==> src/hw/icache_pkg.sv <==
package icache_pkg;

	// ========================================
	// Cache geometry
	// ========================================

	// Byte address width of a fetch
	localparam int ADDR_W = 16;

	// Bytes held by one cache line
	localparam int LINE_BYTES = 8;

	// Sets in each of the two banks
	localparam int SETS = 16;

	// Associativity of each bank
	localparam int WAYS = 2;

	// Response queue entries and the fetch credits owned by the requester after reset
	localparam int RESP_DEPTH = 4;

	// ========================================
	// Derived address layout
	// ========================================

	// Byte offset inside a line
	localparam int OFFSET_W = $clog2(LINE_BYTES);

	// The lowest line-address bit picks the even or odd bank
	localparam int BANK_BIT = OFFSET_W;

	// Set index sits right above the bank bit
	localparam int INDEX_W   = $clog2(SETS);
	localparam int INDEX_LSB = BANK_BIT + 1;

	// Whatever is left above the index forms the tag
	localparam int TAG_LSB = INDEX_LSB + INDEX_W;
	localparam int TAG_W   = ADDR_W - TAG_LSB;

	// A line address is the byte address without its offset
	localparam int LINE_ADDR_W = ADDR_W - OFFSET_W;

	localparam int LINE_W = LINE_BYTES * 8;
	localparam int WAY_W  = $clog2(WAYS);

	// Queue pointer and occupancy counter widths
	localparam int PTR_W = $clog2(RESP_DEPTH);
	localparam int CNT_W = $clog2(RESP_DEPTH + 1);

	// ========================================
	// Types
	// ========================================

	typedef logic [ADDR_W-1:0]   fetch_addr_t;
	typedef logic [LINE_W-1:0]   line_data_t;

	// Upper half carries the line after the addressed one
	typedef logic [2*LINE_W-1:0] window_t;

	typedef logic [INDEX_W-1:0]  set_index_t;
	typedef logic [TAG_W-1:0]    line_tag_t;
	typedef logic [WAY_W-1:0]    way_t;

endpackage

==> src/hw/icache_lookup_if.sv <==
`timescale 1ns/100ps

interface icache_lookup_if import icache_pkg::*; ();

	// One decoded lookup travels to both banks at once
	logic        valid;
	fetch_addr_t addr;

	// Each bank gets its own index and tag since the next line may wrap into a new tag
	set_index_t  even_index;
	set_index_t  odd_index;
	line_tag_t   even_tag;
	line_tag_t   odd_tag;

	// The decode stage produces every field
	modport decode_mp (
		output valid, addr, even_index, odd_index, even_tag, odd_tag
	);

	// A bank picks the index and tag for its own half
	modport bank_mp (
		input valid, even_index, odd_index, even_tag, odd_tag
	);

	// The response side needs only the request and its address
	modport result_mp (
		input valid, addr
	);

endinterface

==> src/hw/icache_fetch_decode.sv <==
`timescale 1ns/100ps

module icache_fetch_decode import icache_pkg::*; (
	input  logic        clk,
	input  logic        reset_i,
	input  logic        fetch_valid_i,
	input  fetch_addr_t fetch_addr_i,
	icache_lookup_if.decode_mp lookup
);

	// ========================================
	// Line address split
	// ========================================

	// Line holding the fetch address and the one right after it
	logic [LINE_ADDR_W-1:0] line_cur;
	logic [LINE_ADDR_W-1:0] line_nxt;

	// The same two lines sorted by the bank that stores them
	logic [LINE_ADDR_W-1:0] line_even;
	logic [LINE_ADDR_W-1:0] line_odd;

	assign line_cur = fetch_addr_i[ADDR_W-1:OFFSET_W];

	// Carry out of the set index runs on into the tag
	assign line_nxt = line_cur + 1'b1;

	always_comb begin
		// An even line is followed by an odd one and the reverse
		if (line_cur[0] == 1'b0) begin
			line_even = line_cur;
			line_odd  = line_nxt;
		end else begin
			line_even = line_nxt;
			line_odd  = line_cur;
		end
	end

	// ========================================
	// Request register
	// ========================================

	// Only the request flag is control state
	always_ff @(posedge clk) begin
		if (reset_i) begin
			lookup.valid <= 1'b0;
		end else begin
			lookup.valid <= fetch_valid_i;
		end
	end

	// Address fields are loaded only with a request so they stay stable otherwise
	always_ff @(posedge clk) begin
		if (fetch_valid_i) begin
			lookup.addr <= fetch_addr_i;

			// Line address bit 0 is the bank select and is dropped here
			lookup.even_index <= line_even[INDEX_W:1];
			lookup.odd_index  <= line_odd[INDEX_W:1];
			lookup.even_tag   <= line_even[LINE_ADDR_W-1:INDEX_W+1];
			lookup.odd_tag    <= line_odd[LINE_ADDR_W-1:INDEX_W+1];
		end
	end

endmodule

==> src/flat_wrapper.sv <==
// flat-port wrapper written by rule: the top's interface ports become plain ports
module icache_fetch_decode_flat import icache_pkg::*;
  (clk, reset_i, fetch_valid_i, fetch_addr_i, lookup_valid, lookup_addr, lookup_even_index, lookup_odd_index, lookup_even_tag, lookup_odd_tag);
  icache_lookup_if lookup_i ();
  input  logic clk;
  input  logic reset_i;
  input  logic fetch_valid_i;
  input  fetch_addr_t fetch_addr_i;
  output wire logic [$bits(lookup_i.valid)-1:0] lookup_valid;
  output wire logic [$bits(lookup_i.addr)-1:0] lookup_addr;
  output wire logic [$bits(lookup_i.even_index)-1:0] lookup_even_index;
  output wire logic [$bits(lookup_i.odd_index)-1:0] lookup_odd_index;
  output wire logic [$bits(lookup_i.even_tag)-1:0] lookup_even_tag;
  output wire logic [$bits(lookup_i.odd_tag)-1:0] lookup_odd_tag;
  assign lookup_valid = lookup_i.valid;
  assign lookup_addr = lookup_i.addr;
  assign lookup_even_index = lookup_i.even_index;
  assign lookup_odd_index = lookup_i.odd_index;
  assign lookup_even_tag = lookup_i.even_tag;
  assign lookup_odd_tag = lookup_i.odd_tag;
  icache_fetch_decode u_core (.clk(clk), .reset_i(reset_i), .fetch_valid_i(fetch_valid_i), .fetch_addr_i(fetch_addr_i), .lookup(lookup_i));
endmodule
==> config.mk <==
export PLATFORM = sky130hd
export DESIGN_NAME = icache_fetch_decode_flat
export DESIGN_NICKNAME = d
export VERILOG_FILES = /design/src/hw/icache_pkg.sv /design/src/hw/icache_lookup_if.sv /design/src/hw/icache_fetch_decode.sv /design/src/flat_wrapper.sv
export SDC_FILE = /design/constraint.sdc
export NUM_CORES = 1
export LEC_CHECK = 0
export BUFFER_PORTS_ARGS = -buffer_cell sky130_fd_sc_hd__clkbuf_2
export CAP_MARGIN = 20
export CORE_MARGIN = 4
export CORE_UTILIZATION = 35
export CTS_BUF_LIST = sky130_fd_sc_hd__clkbuf_4 sky130_fd_sc_hd__clkbuf_8
export DETAILED_ROUTE_END_ITERATION = 6
export PLACE_DENSITY_LB_ADDON = 0.25
export SLEW_MARGIN = 30
export SYNTH_ARGS = -nofsm -noshare
export SYNTH_HDL_FRONTEND = slang
export SYNTH_SLANG_ARGS = --single-unit
export TNS_END_PERCENT = 20
==> constraint.sdc <==
create_clock -name clk -period 2.4 [get_ports clk]
set_input_delay 0.48 -clock clk [delete_from_list [all_inputs] [get_ports clk]]
set_output_delay 0.48 -clock clk [all_outputs]
set_load 0.1 [all_outputs]
==> results.sh <==
export IMPL_drt_total_wl_um=2893
export IMPL_synth_seq_area_share=0.7502
export IMPL_dpl_hpwl_um=2238
export IMPL_cp_required_ns=1.92
export IMPL_cp_slowest_cell="clkbuf_2"
export IMPL_fill_cells=415
export IMPL_io_buffers=59
export IMPL_synth_xor_xnor_area_share=0.09147
export IMPL_synth_warnings=0
export IMPL_cts_root_buf="clkbuf_8"
export IMPL_gp_congestion=0.6427
export IMPL_tns_ns=0
export IMPL_critPathMaxStageDelay_ns=0.45
export IMPL_synthAdderAreaFrac=0.01537
export IMPL_synthFlopType="edfxtp_1"
export IMPL_yosys_top_cells_count="edfxtp_1 (40), xnor2_1 (9), xor2_1 (8)"
export IMPL_drt_initial_drc_count=29
export IMPL_worstSetupPathType="reg -> out"
export IMPL_finalHoldViolCount=0
export IMPL_cp_cell_sequence="clkbuf_2"
export IMPL_final_nets=177
export IMPL_grt_pass1_vias=980
export IMPL_synth_simple_gate_area_frac=0.1184
export IMPL_tightest_slew_ns=0.5487
export IMPL_antenna_found_initial=0
export IMPL_grt_usage=0.1051
export IMPL_yosysUniqueCellTypes=19
export IMPL_fmax_mhz=641.7
export IMPL_hold_buffers=0
export IMPL_layout_drive_gt1_share=0.4904
export IMPL_synth_cells=96
export IMPL_rows=24
export IMPL_grt_pass1_wl_um=4885
export IMPL_maxSlewViolCount=0
export IMPL_clock_path_buffers=2
export IMPL_synth_top_family_by_area="simple AND/OR/NAND/NOR gates"
export IMPL_cp_end_kind="primary output"
export IMPL_drc=0
export IMPL_max_slew_margin_rel=0.6358
export IMPL_min_to="u_core.lookup.valid$_SDFF_PP0_"
export IMPL_postCtsSetupBuffers=0
export IMPL_hp_class="in -> reg"
export IMPL_grt_max_degree=30
export IMPL_cp_arrival_ns=1.08
export IMPL_clk_pin_slew_ns=0.07
export IMPL_min_period_ns=1.558
export IMPL_synth_edf_count=40
export IMPL_hold_depth=2
export IMPL_vias_per_cell=4.612
export IMPL_power_density_nw_per_um2=936.5
export IMPL_syn_area_sq_um=1628
export IMPL_n_antenna_cell=0
export IMPL_hp_start="reset_i"
export IMPL_grt_setup_unrepaired="no"
export IMPL_ys_async_sr_fraction=0
export IMPL_syn_num_nets=117
export IMPL_ant_nets=0
export IMPL_p_leak_uw=0.0008474
export IMPL_synth_mux_area_fraction=0
export IMPL_setup_violations=0
export IMPL_critical_path_top_delay_family="buffers and inverters"
export IMPL_clkSinkCount=41
export IMPL_io_pins=60
export IMPL_netlist_top_cells_area="edfxtp_1 (74%), xnor2_1 (4.8%), xor2_1 (4.3%)"
export IMPL_die_area_sq_um=5806
export IMPL_cts_resized=0
export IMPL_min_period_over_period=0.6494
export IMPL_die_y_um=76.20
export IMPL_core_sq_um=4414
export IMPL_synth_compound_area_frac=0
export IMPL_synth_area_leader_cell="edfxtp_1"
export IMPL_path_buf_inv=1
export IMPL_cts_max_level=2
export IMPL_maxCapViolCount=0
export IMPL_cts_tree="yes"
export IMPL_synth_top_area_frac=0.7379
export IMPL_seq_area_sq_um=1221
export IMPL_fin_cells=209
export IMPL_placed_cells=201
export IMPL_ys_ff_latch=41
export IMPL_drt_pass1_iterations=4
export IMPL_avgSynthCellArea_sq_um=16.96
export IMPL_crit_fanout=1
export IMPL_post_synth_top_count_cell="edfxtp_1"
export IMPL_irDropWorstVdd_mv=0.3907
export IMPL_wl_per_cell_um=13.84
export IMPL_cts_buffers=5
export IMPL_final_core_util=0.4705
export IMPL_status="completed"
export IMPL_initial_core_util=0.3688
export IMPL_multi_input_area_sq_um=366.6
export IMPL_area_growth_syn_to_layout_pct=27.59
export IMPL_overflow=0
export IMPL_dieWidth_um=76.20
export IMPL_vias=964
export IMPL_holdWs_ns=0.3374
export IMPL_start_kind="flip-flop"
==> worst max path at each step <==
stage / slack [ns] / end / depth (start not counted) / start
after floorplan: 0.98 / u_core.lookup.odd_tag[7]$_DFFE_PP_ / 4 / fetch_addr_i[3]
after global placement: 0.72 / u_core.lookup.odd_tag[7]$_DFFE_PP_ / 5 / fetch_addr_i[3]
after detailed placement: 0.63 / u_core.lookup.odd_tag[7]$_DFFE_PP_ / 5 / fetch_addr_i[3]
after CTS: 0.82 / lookup_even_index[0] / 1 / u_core.lookup.even_index[0]$_DFFE_PP_
after global routing: 0.79 / lookup_even_index[0] / 1 / u_core.lookup.even_index[0]$_DFFE_PP_
final: 0.84 / lookup_even_tag[0] / 1 / u_core.lookup.even_tag[0]$_DFFE_PP_
==> metrics by stage <==
stage	power [uW]	area, sq um	setup slack, ns
after floorplan	1336	1628	0.9823
after global placement	1429	1967	0.7242
after detailed placement	1433	1967	0.6314
after CTS	1972	2077	0.8239
after global routing	2011	2077	0.7908
final	1945	2077	0.8416
==> kinds of logic after synthesis <==
family / after synthesis
buf+inv: 10
flops: 41
simple gates: 26
xor+xnor: 17
fa+ha+maj: 2
==> area by class of cell <==
type                            instances  share of cell area
Tap cell                               52             0.03133
Multi-Input combinational cell         45              0.1765
Sequential cell                        41              0.5880
Timing Repair Buffer                   60              0.1458
Clock inverter                          2             0.01627
Clock buffer                            6             0.03675
Inverter                                3            0.005422
==> placed cells by master, fill, tap and decap left out, types with 2 or more instances in the layout <==
master | synthesis | final
clkbuf_2 | 0 | 59
edfxtp_1 | 40 | 40
xnor2_1 | 9 | 9
xor2_1 | 8 | 8
nor3_2 | 6 | 6
nand2_1 | 5 | 5
clkbuf_8 | 0 | 5
nor2_1 | 4 | 4
inv_1 | 3 | 3
nand4_1 | 3 | 3
nand3_1 | 2 | 2
ha_1 | 2 | 2
==> flip-flops by register name (all words and copies together), names as in the netlist <==
signal / cells
u_core.lookup.valid: 1
u_core.lookup.odd_tag: 8
u_core.lookup.odd_index: 4
u_core.lookup.addr: 16
u_core.lookup.even_index: 4
u_core.lookup.even_tag: 8
==> layer usage <==
metal | GRT usage | vias up | routed length (um)
met4 | 0.03671 | 0 | 42
met2 | 0.1687 | 39 | 1403
li1 | - | 460 | -
met5 | 0 | - | 0
met1 | 0.1192 | 461 | 1157
met3 | 0.05556 | 4 | 290
==> report_power, final <==
part / switching [uW] / leakage [uW] / internal, uW
combinational: 485 / 0.000391 / 61.5
sequential: 14.2 / 0.000400 / 851
clock: 216 / 0.0000563 / 318
total: 715 / 0.000847 / 1230
Note: power is estimated with default switching activity, not from simulation.
