--- src/hw/icache_pkg.sv ---
package icache_pkg;

	// ========================================
	// Cache geometry
	// ========================================

	// Byte address width of a fetch
	localparam int ADDR_W = 16;

	// Bytes held by one cache line
	localparam int LINE_BYTES = 8;

	// Sets in each of the two banks
	localparam int SETS = 16;

	// Associativity of each bank
	localparam int WAYS = 2;

	// Response queue entries and the fetch credits owned by the requester after reset
	localparam int RESP_DEPTH = 4;

	// ========================================
	// Derived address layout
	// ========================================

	// Byte offset inside a line
	localparam int OFFSET_W = $clog2(LINE_BYTES);

	// The lowest line-address bit picks the even or odd bank
	localparam int BANK_BIT = OFFSET_W;

	// Set index sits right above the bank bit
	localparam int INDEX_W   = $clog2(SETS);
	localparam int INDEX_LSB = BANK_BIT + 1;

	// Whatever is left above the index forms the tag
	localparam int TAG_LSB = INDEX_LSB + INDEX_W;
	localparam int TAG_W   = ADDR_W - TAG_LSB;

	// A line address is the byte address without its offset
	localparam int LINE_ADDR_W = ADDR_W - OFFSET_W;

	localparam int LINE_W = LINE_BYTES * 8;
	localparam int WAY_W  = $clog2(WAYS);

	// Queue pointer and occupancy counter widths
	localparam int PTR_W = $clog2(RESP_DEPTH);
	localparam int CNT_W = $clog2(RESP_DEPTH + 1);

	// ========================================
	// Types
	// ========================================

	typedef logic [ADDR_W-1:0]   fetch_addr_t;
	typedef logic [LINE_W-1:0]   line_data_t;

	// Upper half carries the line after the addressed one
	typedef logic [2*LINE_W-1:0] window_t;

	typedef logic [INDEX_W-1:0]  set_index_t;
	typedef logic [TAG_W-1:0]    line_tag_t;
	typedef logic [WAY_W-1:0]    way_t;

endpackage

--- src/hw/icache_lookup_if.sv ---
`timescale 1ns/100ps

interface icache_lookup_if import icache_pkg::*; ();

	// One decoded lookup travels to both banks at once
	logic        valid;
	fetch_addr_t addr;

	// Each bank gets its own index and tag since the next line may wrap into a new tag
	set_index_t  even_index;
	set_index_t  odd_index;
	line_tag_t   even_tag;
	line_tag_t   odd_tag;

	// The decode stage produces every field
	modport decode_mp (
		output valid, addr, even_index, odd_index, even_tag, odd_tag
	);

	// A bank picks the index and tag for its own half
	modport bank_mp (
		input valid, even_index, odd_index, even_tag, odd_tag
	);

	// The response side needs only the request and its address
	modport result_mp (
		input valid, addr
	);

endinterface

--- src/hw/icache_bank.sv ---
`timescale 1ns/100ps

module icache_bank import icache_pkg::*; #(
	// Line-address parity served by this bank
	parameter bit BANK_ODD = 1'b0
) (
	input  logic        clk,
	input  logic        reset_i,
	input  logic        refill_valid_i,
	input  fetch_addr_t refill_addr_i,
	input  line_data_t  refill_data_i,
	input  logic        snoop_valid_i,
	input  fetch_addr_t snoop_addr_i,
	input  logic        invall_i,
	icache_lookup_if.bank_mp lookup,
	output logic        hit_o,
	output line_data_t  line_o
);

	// ========================================
	// Storage
	// ========================================

	line_tag_t       tag_q      [WAYS][SETS];
	line_data_t      data_q     [WAYS][SETS];
	logic [SETS-1:0] valid_q    [WAYS];

	// Next way to fill in each set
	way_t            fill_ptr_q [SETS];

	// Lookup side
	set_index_t      look_index;
	line_tag_t       look_tag;
	logic            look_hit;
	way_t            look_way;

	// Refill side
	logic            refill_en;
	set_index_t      refill_index;
	line_tag_t       refill_tag;
	way_t            victim;
	logic [WAYS-1:0] refill_stale;

	// Snoop side
	logic            snoop_en;
	set_index_t      snoop_index;
	line_tag_t       snoop_tag;
	logic [WAYS-1:0] snoop_match;

	// Lookup uses the half of the decoded request that belongs to this bank
	assign look_index = BANK_ODD ? lookup.odd_index : lookup.even_index;
	assign look_tag   = BANK_ODD ? lookup.odd_tag : lookup.even_tag;

	// Refills and snoops for the other bank are ignored
	assign refill_en    = refill_valid_i && (refill_addr_i[BANK_BIT] == BANK_ODD);
	assign refill_index = refill_addr_i[INDEX_LSB +: INDEX_W];
	assign refill_tag   = refill_addr_i[TAG_LSB +: TAG_W];
	assign victim       = fill_ptr_q[refill_index];

	assign snoop_en    = snoop_valid_i && (snoop_addr_i[BANK_BIT] == BANK_ODD);
	assign snoop_index = snoop_addr_i[INDEX_LSB +: INDEX_W];
	assign snoop_tag   = snoop_addr_i[TAG_LSB +: TAG_W];

	// ========================================
	// Way compare
	// ========================================

	always_comb begin
		look_hit = 1'b0;
		look_way = '0;
		for (int w = 0; w < WAYS; w++) begin
			if (valid_q[w][look_index] && tag_q[w][look_index] == look_tag) begin
				look_hit = 1'b1;
				look_way = way_t'(w);
			end
		end
	end

	always_comb begin
		for (int w = 0; w < WAYS; w++) begin
			// A resident copy outside the victim way would become a duplicate
			refill_stale[w] = valid_q[w][refill_index] &&
				tag_q[w][refill_index] == refill_tag && way_t'(w) != victim;
			snoop_match[w] = valid_q[w][snoop_index] && tag_q[w][snoop_index] == snoop_tag;
		end
	end

	// ========================================
	// Valid bits and fill pointers
	// ========================================

	always_ff @(posedge clk) begin
		if (reset_i) begin
			for (int w = 0; w < WAYS; w++) begin
				valid_q[w] <= '0;
			end
			for (int s = 0; s < SETS; s++) begin
				fill_ptr_q[s] <= '0;
			end
		end else begin
			if (refill_en) begin
				valid_q[victim][refill_index] <= 1'b1;
				fill_ptr_q[refill_index]      <= victim + way_t'(1);
				// Drop the older copy of a line that is refilled again
				for (int w = 0; w < WAYS; w++) begin
					if (refill_stale[w]) begin
						valid_q[w][refill_index] <= 1'b0;
					end
				end
			end
			// A snoop wins over a refill to the same entry
			if (snoop_en) begin
				for (int w = 0; w < WAYS; w++) begin
					if (snoop_match[w]) begin
						valid_q[w][snoop_index] <= 1'b0;
					end
				end
			end
			// Invalidate-all leaves the fill pointers where they are
			if (invall_i) begin
				for (int w = 0; w < WAYS; w++) begin
					valid_q[w] <= '0;
				end
			end
		end
	end

	// Tag and line arrays are plain memory
	always_ff @(posedge clk) begin
		if (refill_en) begin
			tag_q[victim][refill_index]  <= refill_tag;
			data_q[victim][refill_index] <= refill_data_i;
		end
	end

	// ========================================
	// Result register
	// ========================================

	always_ff @(posedge clk) begin
		if (reset_i) begin
			hit_o <= 1'b0;
		end else begin
			hit_o <= lookup.valid && look_hit;
		end
	end

	always_ff @(posedge clk) begin
		line_o <= data_q[look_way][look_index];
	end

	// True when two valid ways of a set carry the same tag
	function automatic logic set_has_duplicate(set_index_t s);
		logic dup;
		dup = 1'b0;
		for (int i = 0; i < WAYS; i++) begin
			for (int j = i + 1; j < WAYS; j++) begin
				if (valid_q[i][s] && valid_q[j][s] && tag_q[i][s] == tag_q[j][s]) begin
					dup = 1'b1;
				end
			end
		end
		return dup;
	endfunction

	// Only a refill can create a duplicate so the set it wrote is checked one cycle later
	a_no_dup_tag: assert property (@(posedge clk) disable iff (reset_i)
		refill_en |=> !set_has_duplicate($past(refill_index)))
		else $error("bank %0d holds a duplicate tag", BANK_ODD);

endmodule

--- src/flat_wrapper.sv ---
// flat-port wrapper written by rule: the top's interface ports become plain ports
module icache_bank_flat import icache_pkg::*;
#(
	                                          
	parameter bit BANK_ODD = 1'b0
)
  (clk, reset_i, refill_valid_i, refill_addr_i, refill_data_i, snoop_valid_i, snoop_addr_i, invall_i, hit_o, line_o, lookup_valid, lookup_even_index, lookup_odd_index, lookup_even_tag, lookup_odd_tag);
  icache_lookup_if lookup_i ();
  input  logic clk;
  input  logic reset_i;
  input  logic refill_valid_i;
  input  fetch_addr_t refill_addr_i;
  input  line_data_t refill_data_i;
  input  logic snoop_valid_i;
  input  fetch_addr_t snoop_addr_i;
  input  logic invall_i;
  output logic hit_o;
  output line_data_t line_o;
  input wire logic [$bits(lookup_i.valid)-1:0] lookup_valid;
  input wire logic [$bits(lookup_i.even_index)-1:0] lookup_even_index;
  input wire logic [$bits(lookup_i.odd_index)-1:0] lookup_odd_index;
  input wire logic [$bits(lookup_i.even_tag)-1:0] lookup_even_tag;
  input wire logic [$bits(lookup_i.odd_tag)-1:0] lookup_odd_tag;
  assign lookup_i.valid = lookup_valid;
  assign lookup_i.even_index = lookup_even_index;
  assign lookup_i.odd_index = lookup_odd_index;
  assign lookup_i.even_tag = lookup_even_tag;
  assign lookup_i.odd_tag = lookup_odd_tag;
  icache_bank #(.BANK_ODD(BANK_ODD)) u_core (.clk(clk), .reset_i(reset_i), .refill_valid_i(refill_valid_i), .refill_addr_i(refill_addr_i), .refill_data_i(refill_data_i), .snoop_valid_i(snoop_valid_i), .snoop_addr_i(snoop_addr_i), .invall_i(invall_i), .lookup(lookup_i), .hit_o(hit_o), .line_o(line_o));
endmodule
--- config.mk ---
export PLATFORM = sky130hd
export DESIGN_NAME = icache_bank_flat
export DESIGN_NICKNAME = d
export VERILOG_FILES = /design/src/hw/icache_pkg.sv /design/src/hw/icache_lookup_if.sv /design/src/hw/icache_bank.sv /design/src/flat_wrapper.sv
export SDC_FILE = /design/constraint.sdc
export NUM_CORES = 2
export LEC_CHECK = 0
export BUFFER_PORTS_ARGS = -buffer_cell sky130_fd_sc_hd__buf_2
export CAP_MARGIN = 10
export CORE_ASPECT_RATIO = 0.7
export CORE_MARGIN = 4
export CORE_UTILIZATION = 28
export DETAILED_ROUTE_END_ITERATION = 8
export HOLD_SLACK_MARGIN = 0.15
export PLACE_DENSITY = 0.41
export SYNTH_ARGS = -nofsm -noshare
export SYNTH_HDL_FRONTEND = slang
export SYNTH_SLANG_ARGS = --single-unit
--- constraint.sdc ---
create_clock -name clk -period 12.15 [get_ports clk]
set_input_delay 2.43 -clock clk [delete_from_list [all_inputs] [get_ports clk]]
set_output_delay 2.43 -clock clk [all_outputs]
set_load 0.02 [all_outputs]
==> results.json <==
{
  "run_status": "completed",
  "worstRegToRegCells": 12,
  "place.gp.congestion": 0.7712,
  "path_max_fanout": 68,
  "rr_endpoint": "u_core.line_o[9]",
  "drt_wl_total_um": 336200,
  "critPathLaunch": "lookup_even_index[3]",
  "crit_end": "u_core.line_o[9]",
  "relSlewSlack_pct": 3.451,
  "holdBufCountCts": 0,
  "timing.fmax_ghz": 0.1216,
  "setup.worst_path.end_class": "flop",
  "pwr_density_cell_nw_per_um2": 156.1,
  "cts.repair_timing.setup_buffer_count": 0,
  "die_area_um2": 364200,
  "postSynth.asyncResetShare_pct": 0,
  "syn_area_per_cell_um2": 14.55,
  "ir_worst_vdd_v": 0.0001232,
  "yosys_reg_bits": 2417,
  "design.core.area_um2": 352100,
  "report.final.hold_viol_count": 0,
  "ys.warnings.count": 0,
  "multiInputGateArea_um2": 25330,
  "post_synth_inst_count": 6821,
  "drt_first_pass_iters": 8,
  "clock_skew_ps": 79.03,
  "grt.total_usage_pct": 17.85,
  "path_class": "in -> reg",
  "finalSetupTns_ps": 0,
  "grt_max_degree": 191,
  "cts_buffer_depth": 4,
  "report.final.slew_viol_count": 0,
  "transition_at_the_pin_with_the_smallest_max_transition_slack_ps": 1435,
  "r2r-start": "u_core.tag_q[1][0]",
  "detailed_place_hpwl_um": 161100,
  "synth_largest_area_cell": "sky130_fd_sc_hd__edfxtp_1",
  "min_path_type": "reg -> reg",
  "synth_area_um2": 99250,
  "fp.dieW_um": 719.6,
  "post_cts_clock_slew_at_the_launch_and_capture_registers_of_the_worst_setup_and_hold_paths_ps": 60,
  "globalRoute.totalOverflow": 0,
  "drt_drc_violations_left": 0,
  "synth_edf_count": 2320,
  "antenna_violations_before_repair": 37,
  "rows": 182,
  "syn-num-nets": 6947,
  "placement.io_buffers": 172,
  "area_delta_synth_final_pct": 13.95,
  "kind_of_start_point_of_the_critical_path": "primary input",
  "clock-root-buffer": "sky130_fd_sc_hd__clkbuf_16",
  "cap_viol_max_count": 0,
  "die_h_um": 506.1,
  "number_of_cells_upsized_or_downsized_after_cts": 0,
  "dr.first_iter.drc_count": 6247,
  "cts_inserted_buffers": 245,
  "final.min_clock_period_ps": 8222,
  "tritoncts_clock_tree": "done",
  "ys_dominant_reg_cell": "sky130_fd_sc_hd__edfxtp_1",
  "critPathRequiredTime_ps": 12860,
  "sequential_cell_area_um2": 71610,
  "synth-seq-area-share_pct": 72.15,
  "worst_ep_arrival_time_ps": 8930,
  "leakage_nw": 34.48,
  "cell_types_with_the_largest_area_share_after_synthesis": "sky130_fd_sc_hd__edfxtp_1 (70%), sky130_fd_sc_hd__nand3_1 (6.5%), sky130_fd_sc_hd__mux4_2 (6.1%)",
  "num-fill-cells": 34420,
  "post-synth-top-count-cell": "sky130_fd_sc_hd__edfxtp_1",
  "post_synth_num_cell_types": 39,
  "design.final.nets": 6882,
  "clock_tree.htree_level_count": 4,
  "drive_gt1_share_pct": 14.19,
  "synth_top_cell_area_share_pct": 70.19,
  "route.detailed.wl_per_inst_um": 28.83,
  "timing.final.crit_share_pct": 67.67,
  "detail_route.vias_per_cell": 5.414,
  "grt_first_pass_wirelength_um": 477600,
  "report.final.setup_viol": 0,
  "via_count": 63120,
  "io-pin-count": 191,
  "synth.cells.most_frequent": "sky130_fd_sc_hd__edfxtp_1 (2320), sky130_fd_sc_hd__nand3_1 (1297), sky130_fd_sc_hd__nand2_1 (428)",
  "first_global_vias": 61030,
  "rsz0062_at_grt": "no",
  "worst_skew_pair.late_latency_ps": 930,
  "power_mw": 17.65,
  "cts.sink_count": 2417,
  "rrSetupSlack_ps": 6040,
  "ant_nets": 0,
  "initial_core_util_pct": 28.19
}
[state kept, by name, summed over array words and instances (netlist names)]
name / flops
u_core.data_q: 2048
u_core.fill_ptr_q: 16
u_core.hit_o: 1
u_core.line_o: 64
u_core.tag_q: 256
u_core.valid_q: 32
[report_power, final]
group | switching, mW | total, mW | internal (mW)
clock network | 3.28 | 7.47 | 4.20
registers | 0.0259 | 9.22 | 9.19
logic | 0.710 | 0.958 | 0.248
[cells in the final DEF (no fill, tap or decap), drive strengths merged, types with 126 or more instances in the layout]
master,n
o21ai,192
a31oi,317
a21oi,317
nand4,393
buf,323
a311oi,126
clkbuf,326
edfxtp,2320
nand2,428
and3,161
nand3,1297
mux4,268
[worst max-delay path: stages]
cell and delay, ps:
sky130_fd_sc_hd__buf_2 440, sky130_fd_sc_hd__buf_4 620, sky130_fd_sc_hd__mux4_2 390, sky130_fd_sc_hd__mux4_2 500, sky130_fd_sc_hd__xor2_1 230, sky130_fd_sc_hd__nor4_4 440, sky130_fd_sc_hd__buf_4 690, sky130_fd_sc_hd__and2_4 980
sky130_fd_sc_hd__buf_12 370, sky130_fd_sc_hd__buf_4 520, sky130_fd_sc_hd__a31oi_1 170, sky130_fd_sc_hd__nand4_1 150, sky130_fd_sc_hd__o21ai_0 100, sky130_fd_sc_hd__nor4_1 780
[cell type report]
cell class	instances	share of cell area, %
antenna	6	0.01328
clock buffer	326	5.894
tap	4692	5.191
inverter	1	0.009957
clock inverter	126	0.9769
multi-input combinational	3768	22.39
timing repair buffer	323	2.206
sequential	2417	63.32
[routing by layer]
metal	up-vias	part of all wire [%]	global-route usage [%]
li1	27170	-	-
met1	33320	48	27.38
met2	2190	44	26.78
met3	434	6.2	2.670
met4	10	1.8	3.379
met5	-	0.020	0
[through the flow]
| stage | hold slack [ps] | setup WS, ps | instance area (µm²) | util (%) | instances |
|---|---|---|---|---|---|
| floorplan | 594.4 | 4055 | 99250 | - | 6821 |
| global placement | 645.1 | 2958 | 105300 | 29.91 | 11200 |
| detailed placement | 650.3 | 2982 | 105300 | 29.91 | 11200 |
| CTS | 654.9 | 3954 | 113100 | 32.12 | 11650 |
| global route | 692.0 | 3756 | 113100 | 32.12 | 11650 |
| finish | 661.8 | 3928 | 113100 | 32.13 | 11660 |
[kinds of logic (layout without fill, tap and decap cells)]
logic type                Yosys count  count (layout)  synth area share (%)
and+or+nand+nor                  2471            2471                 12.73
DFF                              2417            2417                 72.15
AOI/OAI and AO/OA                 959             959                 5.728
buffers and inverters             636             776                 2.654
muxes                             293             293                 6.341
xor gates and xnor gates           45              45                0.3971
other                               0               6                     0
[how the worst min path moves through the flow]
stage,startpoint,to,slack [ps],cells past startpoint
after global routing,u_core.valid_q[0][7],u_core.valid_q[0][7],690,3
after CTS,u_core.valid_q[0][7],u_core.valid_q[0][7],650,3
final,u_core.valid_q[0][7],u_core.valid_q[0][7],660,3
after global placement,u_core.valid_q[0][7],u_core.valid_q[0][7],650,3
after floorplan,u_core.valid_q[1][14],u_core.valid_q[1][14],590,3
after detailed placement,u_core.valid_q[0][7],u_core.valid_q[0][7],650,3
Note: power is estimated with default switching activity, not from simulation.
