--- config.mk ---
export PLATFORM = sky130hd
export DESIGN_NAME = icache_resp_queue_flat
export DESIGN_NICKNAME = d
export VERILOG_FILES = /design/src/hw/icache_pkg.sv /design/src/hw/icache_lookup_if.sv /design/src/hw/icache_resp_queue.sv /design/src/flat_wrapper.sv
export SDC_FILE = /design/constraint.sdc
export NUM_CORES = 1
export LEC_CHECK = 0
export ABC_AREA = 1
export BUFFER_PORTS_ARGS = -buffer_cell sky130_fd_sc_hd__buf_2
export CELL_PAD_IN_SITES_DETAIL_PLACEMENT = 0
export CELL_PAD_IN_SITES_GLOBAL_PLACEMENT = 2
export CORE_ASPECT_RATIO = 0.5
export CORE_MARGIN = 2
export CORE_UTILIZATION = 40
export DETAILED_ROUTE_END_ITERATION = 7
export PLACE_DENSITY = 0.85
export SLEW_MARGIN = 20
export SYNTH_ARGS = -nofsm -noshare
export SYNTH_HDL_FRONTEND = slang
export SYNTH_SLANG_ARGS = --single-unit
export TNS_END_PERCENT = 30
--- constraint.sdc ---
create_clock -name clk -period 4.6 [get_ports clk]
set_clock_uncertainty 0.15 [all_clocks]
set_input_delay 1.38 -clock clk [delete_from_list [all_inputs] [get_ports clk]]
set_output_delay 1.38 -clock clk [all_outputs]
set_load 0.005 [all_outputs]
--- src/hw/icache_pkg.sv ---
package icache_pkg;

	// ========================================
	// Cache geometry
	// ========================================

	// Byte address width of a fetch
	localparam int ADDR_W = 16;

	// Bytes held by one cache line
	localparam int LINE_BYTES = 8;

	// Sets in each of the two banks
	localparam int SETS = 16;

	// Associativity of each bank
	localparam int WAYS = 2;

	// Response queue entries and the fetch credits owned by the requester after reset
	localparam int RESP_DEPTH = 4;

	// ========================================
	// Derived address layout
	// ========================================

	// Byte offset inside a line
	localparam int OFFSET_W = $clog2(LINE_BYTES);

	// The lowest line-address bit picks the even or odd bank
	localparam int BANK_BIT = OFFSET_W;

	// Set index sits right above the bank bit
	localparam int INDEX_W   = $clog2(SETS);
	localparam int INDEX_LSB = BANK_BIT + 1;

	// Whatever is left above the index forms the tag
	localparam int TAG_LSB = INDEX_LSB + INDEX_W;
	localparam int TAG_W   = ADDR_W - TAG_LSB;

	// A line address is the byte address without its offset
	localparam int LINE_ADDR_W = ADDR_W - OFFSET_W;

	localparam int LINE_W = LINE_BYTES * 8;
	localparam int WAY_W  = $clog2(WAYS);

	// Queue pointer and occupancy counter widths
	localparam int PTR_W = $clog2(RESP_DEPTH);
	localparam int CNT_W = $clog2(RESP_DEPTH + 1);

	// ========================================
	// Types
	// ========================================

	typedef logic [ADDR_W-1:0]   fetch_addr_t;
	typedef logic [LINE_W-1:0]   line_data_t;

	// Upper half carries the line after the addressed one
	typedef logic [2*LINE_W-1:0] window_t;

	typedef logic [INDEX_W-1:0]  set_index_t;
	typedef logic [TAG_W-1:0]    line_tag_t;
	typedef logic [WAY_W-1:0]    way_t;

endpackage

--- src/hw/icache_lookup_if.sv ---
`timescale 1ns/100ps

interface icache_lookup_if import icache_pkg::*; ();

	// One decoded lookup travels to both banks at once
	logic        valid;
	fetch_addr_t addr;

	// Each bank gets its own index and tag since the next line may wrap into a new tag
	set_index_t  even_index;
	set_index_t  odd_index;
	line_tag_t   even_tag;
	line_tag_t   odd_tag;

	// The decode stage produces every field
	modport decode_mp (
		output valid, addr, even_index, odd_index, even_tag, odd_tag
	);

	// A bank picks the index and tag for its own half
	modport bank_mp (
		input valid, even_index, odd_index, even_tag, odd_tag
	);

	// The response side needs only the request and its address
	modport result_mp (
		input valid, addr
	);

endinterface

--- src/hw/icache_resp_queue.sv ---
`timescale 1ns/100ps

module icache_resp_queue import icache_pkg::*; (
	input  logic        clk,
	input  logic        reset_i,
	input  logic        even_hit_i,
	input  logic        odd_hit_i,
	input  line_data_t  even_line_i,
	input  line_data_t  odd_line_i,
	input  logic        resp_credit_i,
	icache_lookup_if.result_mp lookup,
	output logic        resp_valid_o,
	output logic        resp_hit_o,
	output fetch_addr_t resp_addr_o,
	output window_t     resp_window_o,
	output logic        fetch_credit_o
);

	// Request flag and address aligned with the registered bank outputs
	logic        look_valid_q;
	fetch_addr_t look_addr_q;

	logic        enq;
	logic        deq;
	logic        enq_hit;
	window_t     enq_window;

	// Queue storage
	logic        hit_mem    [RESP_DEPTH];
	fetch_addr_t addr_mem   [RESP_DEPTH];
	window_t     window_mem [RESP_DEPTH];

	logic [PTR_W-1:0] wr_ptr_q;
	logic [PTR_W-1:0] rd_ptr_q;
	logic [CNT_W-1:0] count_q;

	// Response slots granted by the consumer and not yet used
	logic [CNT_W-1:0] credit_q;

	function automatic logic [PTR_W-1:0] next_ptr(logic [PTR_W-1:0] p);
		return (p == PTR_W'(RESP_DEPTH - 1)) ? '0 : p + 1'b1;
	endfunction

	// ========================================
	// Bank alignment and window order
	// ========================================

	always_ff @(posedge clk) begin
		if (reset_i) begin
			look_valid_q <= 1'b0;
		end else begin
			look_valid_q <= lookup.valid;
		end
	end

	always_ff @(posedge clk) begin
		look_addr_q <= lookup.addr;
	end

	assign enq = look_valid_q;

	// Both lines must be present for the window to count as a hit
	assign enq_hit = even_hit_i & odd_hit_i;

	// Addressed line in the low half and the following line above it
	assign enq_window = look_addr_q[BANK_BIT] ? {even_line_i, odd_line_i}
		: {odd_line_i, even_line_i};

	// ========================================
	// Queue and credits
	// ========================================

	// A response leaves only against a consumer credit
	assign deq = (count_q != '0) && (credit_q != '0);

	always_ff @(posedge clk) begin
		if (enq) begin
			hit_mem[wr_ptr_q]    <= enq_hit;
			addr_mem[wr_ptr_q]   <= look_addr_q;
			window_mem[wr_ptr_q] <= enq_window;
		end
	end

	always_ff @(posedge clk) begin
		if (reset_i) begin
			wr_ptr_q <= '0;
			rd_ptr_q <= '0;
			count_q  <= '0;
			credit_q <= '0;
		end else begin
			if (enq) begin
				wr_ptr_q <= next_ptr(wr_ptr_q);
			end
			if (deq) begin
				rd_ptr_q <= next_ptr(rd_ptr_q);
			end
			case ({enq, deq})
				2'b10: count_q <= count_q + 1'b1;
				2'b01: count_q <= count_q - 1'b1;
				default: count_q <= count_q;
			endcase
			case ({resp_credit_i, deq})
				2'b10: credit_q <= credit_q + 1'b1;
				2'b01: credit_q <= credit_q - 1'b1;
				default: credit_q <= credit_q;
			endcase
		end
	end

	// Each delivered response frees a slot and hands a fetch credit back
	assign resp_valid_o   = deq;
	assign fetch_credit_o = deq;
	assign resp_hit_o     = hit_mem[rd_ptr_q];
	assign resp_addr_o    = addr_mem[rd_ptr_q];
	assign resp_window_o  = window_mem[rd_ptr_q];

	// The requester credit limit keeps the pipeline from pushing into a full queue
	a_no_overflow: assert property (@(posedge clk) disable iff (reset_i)
		enq |-> count_q != CNT_W'(RESP_DEPTH))
		else $error("response queue overflow");

	// The consumer never grants more slots than the queue holds
	a_credit_bound: assert property (@(posedge clk) disable iff (reset_i)
		credit_q <= CNT_W'(RESP_DEPTH))
		else $error("consumer credit count above queue depth");

endmodule

--- src/flat_wrapper.sv ---
// flat-port wrapper written by rule: the top's interface ports become plain ports
module icache_resp_queue_flat import icache_pkg::*;
  (clk, reset_i, even_hit_i, odd_hit_i, even_line_i, odd_line_i, resp_credit_i, resp_valid_o, resp_hit_o, resp_addr_o, resp_window_o, fetch_credit_o, lookup_valid, lookup_addr);
  icache_lookup_if lookup_i ();
  input  logic clk;
  input  logic reset_i;
  input  logic even_hit_i;
  input  logic odd_hit_i;
  input  line_data_t even_line_i;
  input  line_data_t odd_line_i;
  input  logic resp_credit_i;
  output logic resp_valid_o;
  output logic resp_hit_o;
  output fetch_addr_t resp_addr_o;
  output window_t resp_window_o;
  output logic fetch_credit_o;
  input wire logic [$bits(lookup_i.valid)-1:0] lookup_valid;
  input wire logic [$bits(lookup_i.addr)-1:0] lookup_addr;
  assign lookup_i.valid = lookup_valid;
  assign lookup_i.addr = lookup_addr;
  icache_resp_queue u_core (.clk(clk), .reset_i(reset_i), .even_hit_i(even_hit_i), .odd_hit_i(odd_hit_i), .even_line_i(even_line_i), .odd_line_i(odd_line_i), .resp_credit_i(resp_credit_i), .lookup(lookup_i), .resp_valid_o(resp_valid_o), .resp_hit_o(resp_hit_o), .resp_addr_o(resp_addr_o), .resp_window_o(resp_window_o), .fetch_credit_o(fetch_credit_o));
endmodule
==> flow_summary.json, run 1 <==
{
  "area_delta_synth_final_pct": 16.2,
  "totalPowerFinal_uw": 14300,
  "io_buffer_count": 296,
  "gp_routability_congestion": 0.745,
  "clockRootBuffer": "clkbuf_16",
  "total_leakage_power_uw": 0.00990,
  "clock_tree.htree_level_count": 2,
  "cts.reportedPaths.clkPinSlew_ns": 0.07,
  "cts_sinks": 609,
  "total_via_count_after_detailed_routing": 15000,
  "fp.dieW_um": 349,
  "max_slew_margin_pct": 36.4,
  "synth_seq_area_share_pct": 75.4,
  "setup_violators_final": 0,
  "maxClockFrequency_ghz": 0.249,
  "dpl.hpwl_mm": 32.1,
  "crit_arrival_ns": 2.49,
  "period_share_pct": 87.3,
  "max-cap-violations": 0,
  "fin_tns_setup_ns": 0,
  "critical_path.endpoint_type": "output port",
  "die-area_sq_um": 61700,
  "layout.cell_area.non_filler_sq_um": 27700,
  "maxSlewViolCount": 0,
  "syn_warnings": 0,
  "cts-root-to-sink-buffers": 3,
  "grt_setup_unrepaired": "no",
  "outcome": "complete, no violations",
  "worstHoldPathType": "reg -> reg",
  "firstDrtPassIters": 5,
  "crit_type": "reg -> out",
  "final_antenna_net_count": 0,
  "clk_latency_ns": 0.58,
  "vias_per_cell": 5.11,
  "peakVddDrop_uv": 276,
  "die_y_um": 177,
  "grt_antenna_before_repair": 4,
  "synth_fp_nets": 2020,
  "ys_seq_elements": 609,
  "timing.critical_path.from_type": "flop",
  "cts_tree": "yes",
  "cts_made_buffers": 53,
  "syn_area_per_cell_sq_um": 12.8,
  "layout.nets": 2274,
  "maximum_number_of_pins_on_one_net_before_global_route_repair": 146,
  "worst_r2r_startpoint": "u_core.wr_ptr_q[0]$_SDFFE_PP0P_",
  "hold_viol_final": 0,
  "worst-r2r-setup-slack_ns": 2.23,
  "yosys.cell_types.count": 20,
  "cts_hold_repair.buffers": 0,
  "summed_instance_area_of_the_synthesized_netlist_sq_um": 23900,
  "worst_path_top_cell_family_by_delay": "buffers and inverters",
  "globalRouteTotalUtil_pct": 17.6,
  "final_critical_path_required_period_ns": 4.02,
  "post_cts.resized_instances": 0,
  "post_route_cells_drive_above_1_share_pct": 18.9,
  "post-cts-setup-buffer-count": 0,
  "grt_overflow_total": 0,
  "cp.buffers_inverters": 3,
  "totalWireLength_mm": 55.3,
  "timing.hold.worst.start": "u_core.look_addr_q[11]$_DFF_P_",
  "whs_ns": 0.326,
  "max_slew.worst_pin.slew_ns": 0.954,
  "initial_core_util_pct": 40.4,
  "fp-row-count": 63,
  "global_route_wire_length_before_repair_mm": 83.6,
  "netlist_instances": 1861,
  "critical_path.max_fanout": 88,
  "num_io_pins": 297,
  "first_iter_violations": 991,
  "core_area_sq_um": 59100,
  "post-route-drc-count": 0,
  "power_density_nw_per_um2": 516,
  "cp_data_required_time_ns": 3.07,
  "crit_chain": "inv_8 -> buf_12 -> o21ai_0 -> o22ai_1 -> buf_2",
  "critPathMaxStageDelay_ns": 0.49,
  "cp_slowest_cell": "dfxtp_4",
  "grt_pass1_vias": 14700,
  "route.detailed.wl_per_inst_um": 18.8,
  "post_dp_cell_area_sq_um": 26100
}
[placed cells by master, fill, tap and decap left out]
master and n:
a21oi_1 72, buf_12 11, o21ai_0 359, edfxtp_1 580, dfxtp_1 26, inv_6 5, dfxtp_4 3, nand4_1 2
o22ai_1 145, nor2_1 360, inv_4 1, clkbuf_1 15, nand2_1 80, clkbuf_16 53, nor3_1 1, fa_1 2
or2_2 1, clkbuf_8 1, clkinvlp_4 2, ha_1 7, bufinv_16 4, inv_8 1, nand3_1 6, clkinv_2 14
clkinv_1 5, buf_4 16, diode_2 3, inv_1 87, buf_2 296
[worst reg2reg max path, stage by stage (launching register included)]
cell and delay [ns]:
dfxtp_1 0.39, ha_1 0.20, nand2_1 0.11, inv_6 0.63
buf_4 0.55
[Yosys cell counts]
library cell  number  share of area [%]
dfxtp_1           29                2.4
o22ai_1          145                3.8
buf_6             13               0.61
fa_1               2               0.17
nor2_1           360                5.7
ha_1               7               0.37
a21oi_1           72                1.5
buf_2             36               0.76
edfxtp_1         580                 73
clkbuf_1          71                1.1
nand4_1            2              0.052
inv_2              2              0.031
or2_2              1              0.026
buf_4              3              0.094
nand2_1           80                1.3
nor3_1             1              0.021
nand3_1            6               0.13
inv_1             91                1.4
buf_1              1              0.016
o21ai_0          359                7.5
[state kept, by name (all words and copies together) (netlist names), named ones only]
name                cells
u_core.window_mem     512
u_core.hit_mem          4
u_core.wr_ptr_q         2
u_core.look_addr_q     16
u_core.addr_mem        64
u_core.enq              1
u_core.credit_q         3
u_core.rd_ptr_q         2
u_core.count_q          3
[kinds of logic (layout without fill, tap and decap cells)]
kind of cell,after synthesis,in the layout,synth area share [%]
AOI/OAI and AO/OA,576,576,12.8
adders and majority gates,9,9,0.535
buffers and inverters,217,511,4.06
DFF,609,609,75.4
other,0,3,0
and+or+nand+nor,450,450,7.15
[metrics by stage]
step           setup slack [ns]  instances  util (%)
2_1_floorplan             0.551       1861         -
3_3_place_gp               1.23       2840      44.1
3_5_place_dp               1.20       2840      44.1
4_1_cts                   0.559       2935      46.9
5_1_grt                   0.329       2937      46.9
6_report                  0.582       2938      46.9
[power breakdown]
group          leakage (uW)  switching, uW  internal (uW)
registers           0.00551           86.8           6290
logic               0.00359           2350           1290
clock network      0.000802           1920           2360
total               0.00990           4360           9940
[layer usage]
layer,part of all wire (%),up-vias,wire length [um],global-route usage [%]
li1,-,7284,-,-
met1,41,7362,22800,21.5
met2,52,256,28900,32.2
met3,3.4,96,1850,2.54
met4,3.1,2,1710,5.75
met5,0.013,-,7,0
[worst paths after layout]
check	end	cells after the start
worst max-delay path	resp_addr_o[9]	5
worst min-delay path	u_core.addr_mem[3][11]$_DFFE_PP_	0
worst max register to register	u_core.addr_mem[3][15]$_DFFE_PP_	4
worst min register to register	u_core.addr_mem[3][11]$_DFFE_PP_	0
[final cells by class]
| type | count | area (sq um) |
|---|---|---|
| antenna | 3 | 7.51 |
| clock buffer | 69 | 1400 |
| clock inverter | 26 | 233 |
| fill | 5279 | 31400 |
| inverter | 93 | 379 |
| multi-input combinational | 1035 | 4900 |
| sequential | 609 | 18000 |
| tap | 780 | 976 |
| timing repair buffer | 323 | 1820 |
No activity file was read; power rests on OpenSTA's default activity.
==> inputs of run 2 (changes only) <==
PLACE_DENSITY = 0.91   (was 0.85)
==> flow_summary.json, run 2 (synthesized netlist as in run 1, its figures left out) <==
{
  "outcome": "complete, no violations",
  "filler_cell_count": 5214,
  "fp-row-count": 63,
  "grt_overflow_total": 0,
  "cts_hold_repair.buffers": 0,
  "first_iter_violations": 942,
  "p_switching_uw": 4340,
  "dpl.hpwl_mm": 31.8,
  "worstHoldPathType": "reg -> reg",
  "ff2ff_path_depth": 5,
  "grt_pass1_vias": 14200,
  "cp_data_required_time_ns": 3.07,
  "cts_tree": "yes",
  "totalWireLength_mm": 54.9,
  "num_io_pins": 297,
  "critPathMaxStageDelay_ns": 0.65,
  "crit_chain": "buf_12 -> o21ai_0 -> o22ai_1 -> buf_2",
  "critical_path.endpoint_type": "output port",
  "timing.hold.worst.start": "u_core.look_addr_q[12]$_DFF_P_",
  "maximum_number_of_pins_on_one_net_before_global_route_repair": 183,
  "cts-root-to-sink-buffers": 3,
  "grt_antenna_before_repair": 4,
  "max_slew_margin_pct": 34.8,
  "post_route_cells_drive_above_1_share_pct": 18.6,
  "total_via_count_after_detailed_routing": 15000,
  "grt_setup_unrepaired": "no",
  "peakVddDrop_uv": 553,
  "switching_share_pct": 30.1,
  "post-cts-setup-buffer-count": 0,
  "final_cell_mix": "edfxtp_1, nor2_1, o21ai_0",
  "layout.nets": 2274,
  "power.internal_uw": 10100,
  "power_density_nw_per_um2": 518,
  "globalRouteTotalUtil_pct": 17.3,
  "clk_latency_ns": 0.58,
  "die-area_sq_um": 61700,
  "timing.critical_path.from_type": "flop",
  "clockRootBuffer": "clkbuf_16",
  "crit_arrival_ns": 2.66,
  "cts_sinks": 609,
  "core_area_sq_um": 59100,
  "totalPowerFinal_uw": 14400,
  "top_regs": "u_core.window_mem x512, u_core.addr_mem x64, u_core.look_addr_q x16",
  "global_route_wire_length_before_repair_mm": 82.0,
  "hold_viol_final": 0,
  "vias_per_cell": 5.10,
  "critical_path.max_fanout": 182,
  "crit_type": "reg -> out",
  "max_slew.worst_pin.slew_ns": 0.978,
  "maxClockFrequency_ghz": 0.239,
  "final_antenna_net_count": 0,
  "maxSlewViolCount": 0,
  "route.detailed.wl_per_inst_um": 18.7,
  "dpl.cell_count": 2838,
  "top_register": "u_core.window_mem",
  "die_y_um": 177,
  "worst_r2r_startpoint": "u_core.wr_ptr_q[1]$_SDFFE_PP0P_",
  "area_delta_synth_final_pct": 16.4,
  "gp_routability_congestion": 0.750,
  "worst-r2r-setup-slack_ns": 2.19,
  "post-route-drc-count": 0,
  "cts_made_buffers": 55,
  "pwr-share-seq_pct": 44.3,
  "io_buffer_count": 296,
  "timing.rr.end": "u_core.addr_mem[1][1]$_DFFE_PP_",
  "cell_count_final_fillers_out": 2943,
  "whs_ns": 0.327,
  "whs_path_depth": 0,
  "fin_tns_setup_ns": 0,
  "largest_reg_flops": 512,
  "final_critical_path_required_period_ns": 4.19,
  "initial_core_util_pct": 40.4,
  "clock_tree.htree_level_count": 2,
  "cts.reportedPaths.clkPinSlew_ns": 0.06,
  "fp.dieW_um": 349,
  "post_cts.resized_instances": 0,
  "layout.cells.most_common": "edfxtp_1",
  "total_leakage_power_uw": 0.00992,
  "firstDrtPassIters": 5,
  "combinationalPowerShare_pct": 25.2,
  "period_share_pct": 91.1,
  "p_clk_share_pct": 30.6,
  "setup_violators_final": 0,
  "cp_slowest_cell": "dfxtp_4",
  "holdPathEnd": "u_core.addr_mem[2][12]$_DFFE_PP_",
  "max-cap-violations": 0
}
-- run 2: changes by cell type in the layout (fill, tap and decap cells not counted) --
| cell | previous run | this run |
|---|---|---|
| clkinv_1 | 5 | 14 |
| buf_4 | 16 | 15 |
| clkbuf_16 | 53 | 57 |
| clkinv_2 | 14 | 8 |
| buf_12 | 11 | 10 |
| clkbuf_1 | 15 | 16 |
| clkinvlp_4 | 2 | 0 |
| inv_6 | 5 | 4 |
| diode_2 | 3 | 4 |
| clkinv_4 | 0 | 1 |
-- run 2: per-stage QoR --
| step | area [sq um] | utilization (%) | setup WS (ns) |
|---|---|---|---|
| after floorplan | 23900 | - | 0.551 |
| after global placement | 26100 | 44.1 | 1.03 |
| after detailed placement | 26100 | 44.1 | 0.975 |
| after CTS | 27800 | 47.0 | 0.348 |
| after global routing | 27800 | 47.0 | 0.254 |
| final | 27800 | 47.0 | 0.409 |
-- run 2: final cells by class --
cell class                 count  area [sq um]  share of cell area [%]
inverter                      93           379                    1.36
clock inverter                27           221                   0.797
tap                          780           976                    3.51
multi-input combinational   1035          4900                    17.6
antenna                        4          10.0                  0.0360
sequential                   609         18000                    64.8
timing repair buffer         321          1790                    6.46
clock buffer                  74          1500                    5.40
-- run 2: metal layers --
layer	part of all wire [%]	GRT usage (%)	routed length, um
met5	0	0	0
met3	3.7	2.57	2040
met4	2.5	5.46	1370
met2	53	31.7	29100
met1	41	21.0	22500
-- run 2: worst max-delay path, delay by kind of cell (launching register included) --
| kind | cells | cell delay [ns] |
|---|---|---|
| compound gates | 2 | 0.47 |
| flops | 1 | 0.65 |
| buf+inv | 2 | 0.68 |
-- run 2: power groups by stage --
stage / Combinational, uW / Clock (uW) / Sequential, uW
after CTS: 3720 / 4500 / 6380
after detailed placement: 3710 / 0 / 6500
after global placement: 3670 / 0 / 6490
after global routing: 4050 / 4730 / 6390
final: 3620 / 4400 / 6380
after floorplan: 2080 / 0 / 6450
-- run 2: worst max path at each step --
stage	from	endpoint	slack (ns)	depth (start not counted)
2_1_floorplan	u_core.wr_ptr_q[0]$_SDFFE_PP0P_	u_core.addr_mem[3][0]$_DFFE_PP_	0.55	3
3_3_place_gp	flop	resp_window_o[111]	1.03	5
6_report	flop	resp_window_o[69]	0.41	4
4_1_cts	flop	resp_window_o[104]	0.35	5
5_1_grt	flop	resp_window_o[69]	0.25	4
3_5_place_dp	flop	resp_window_o[104]	0.97	5
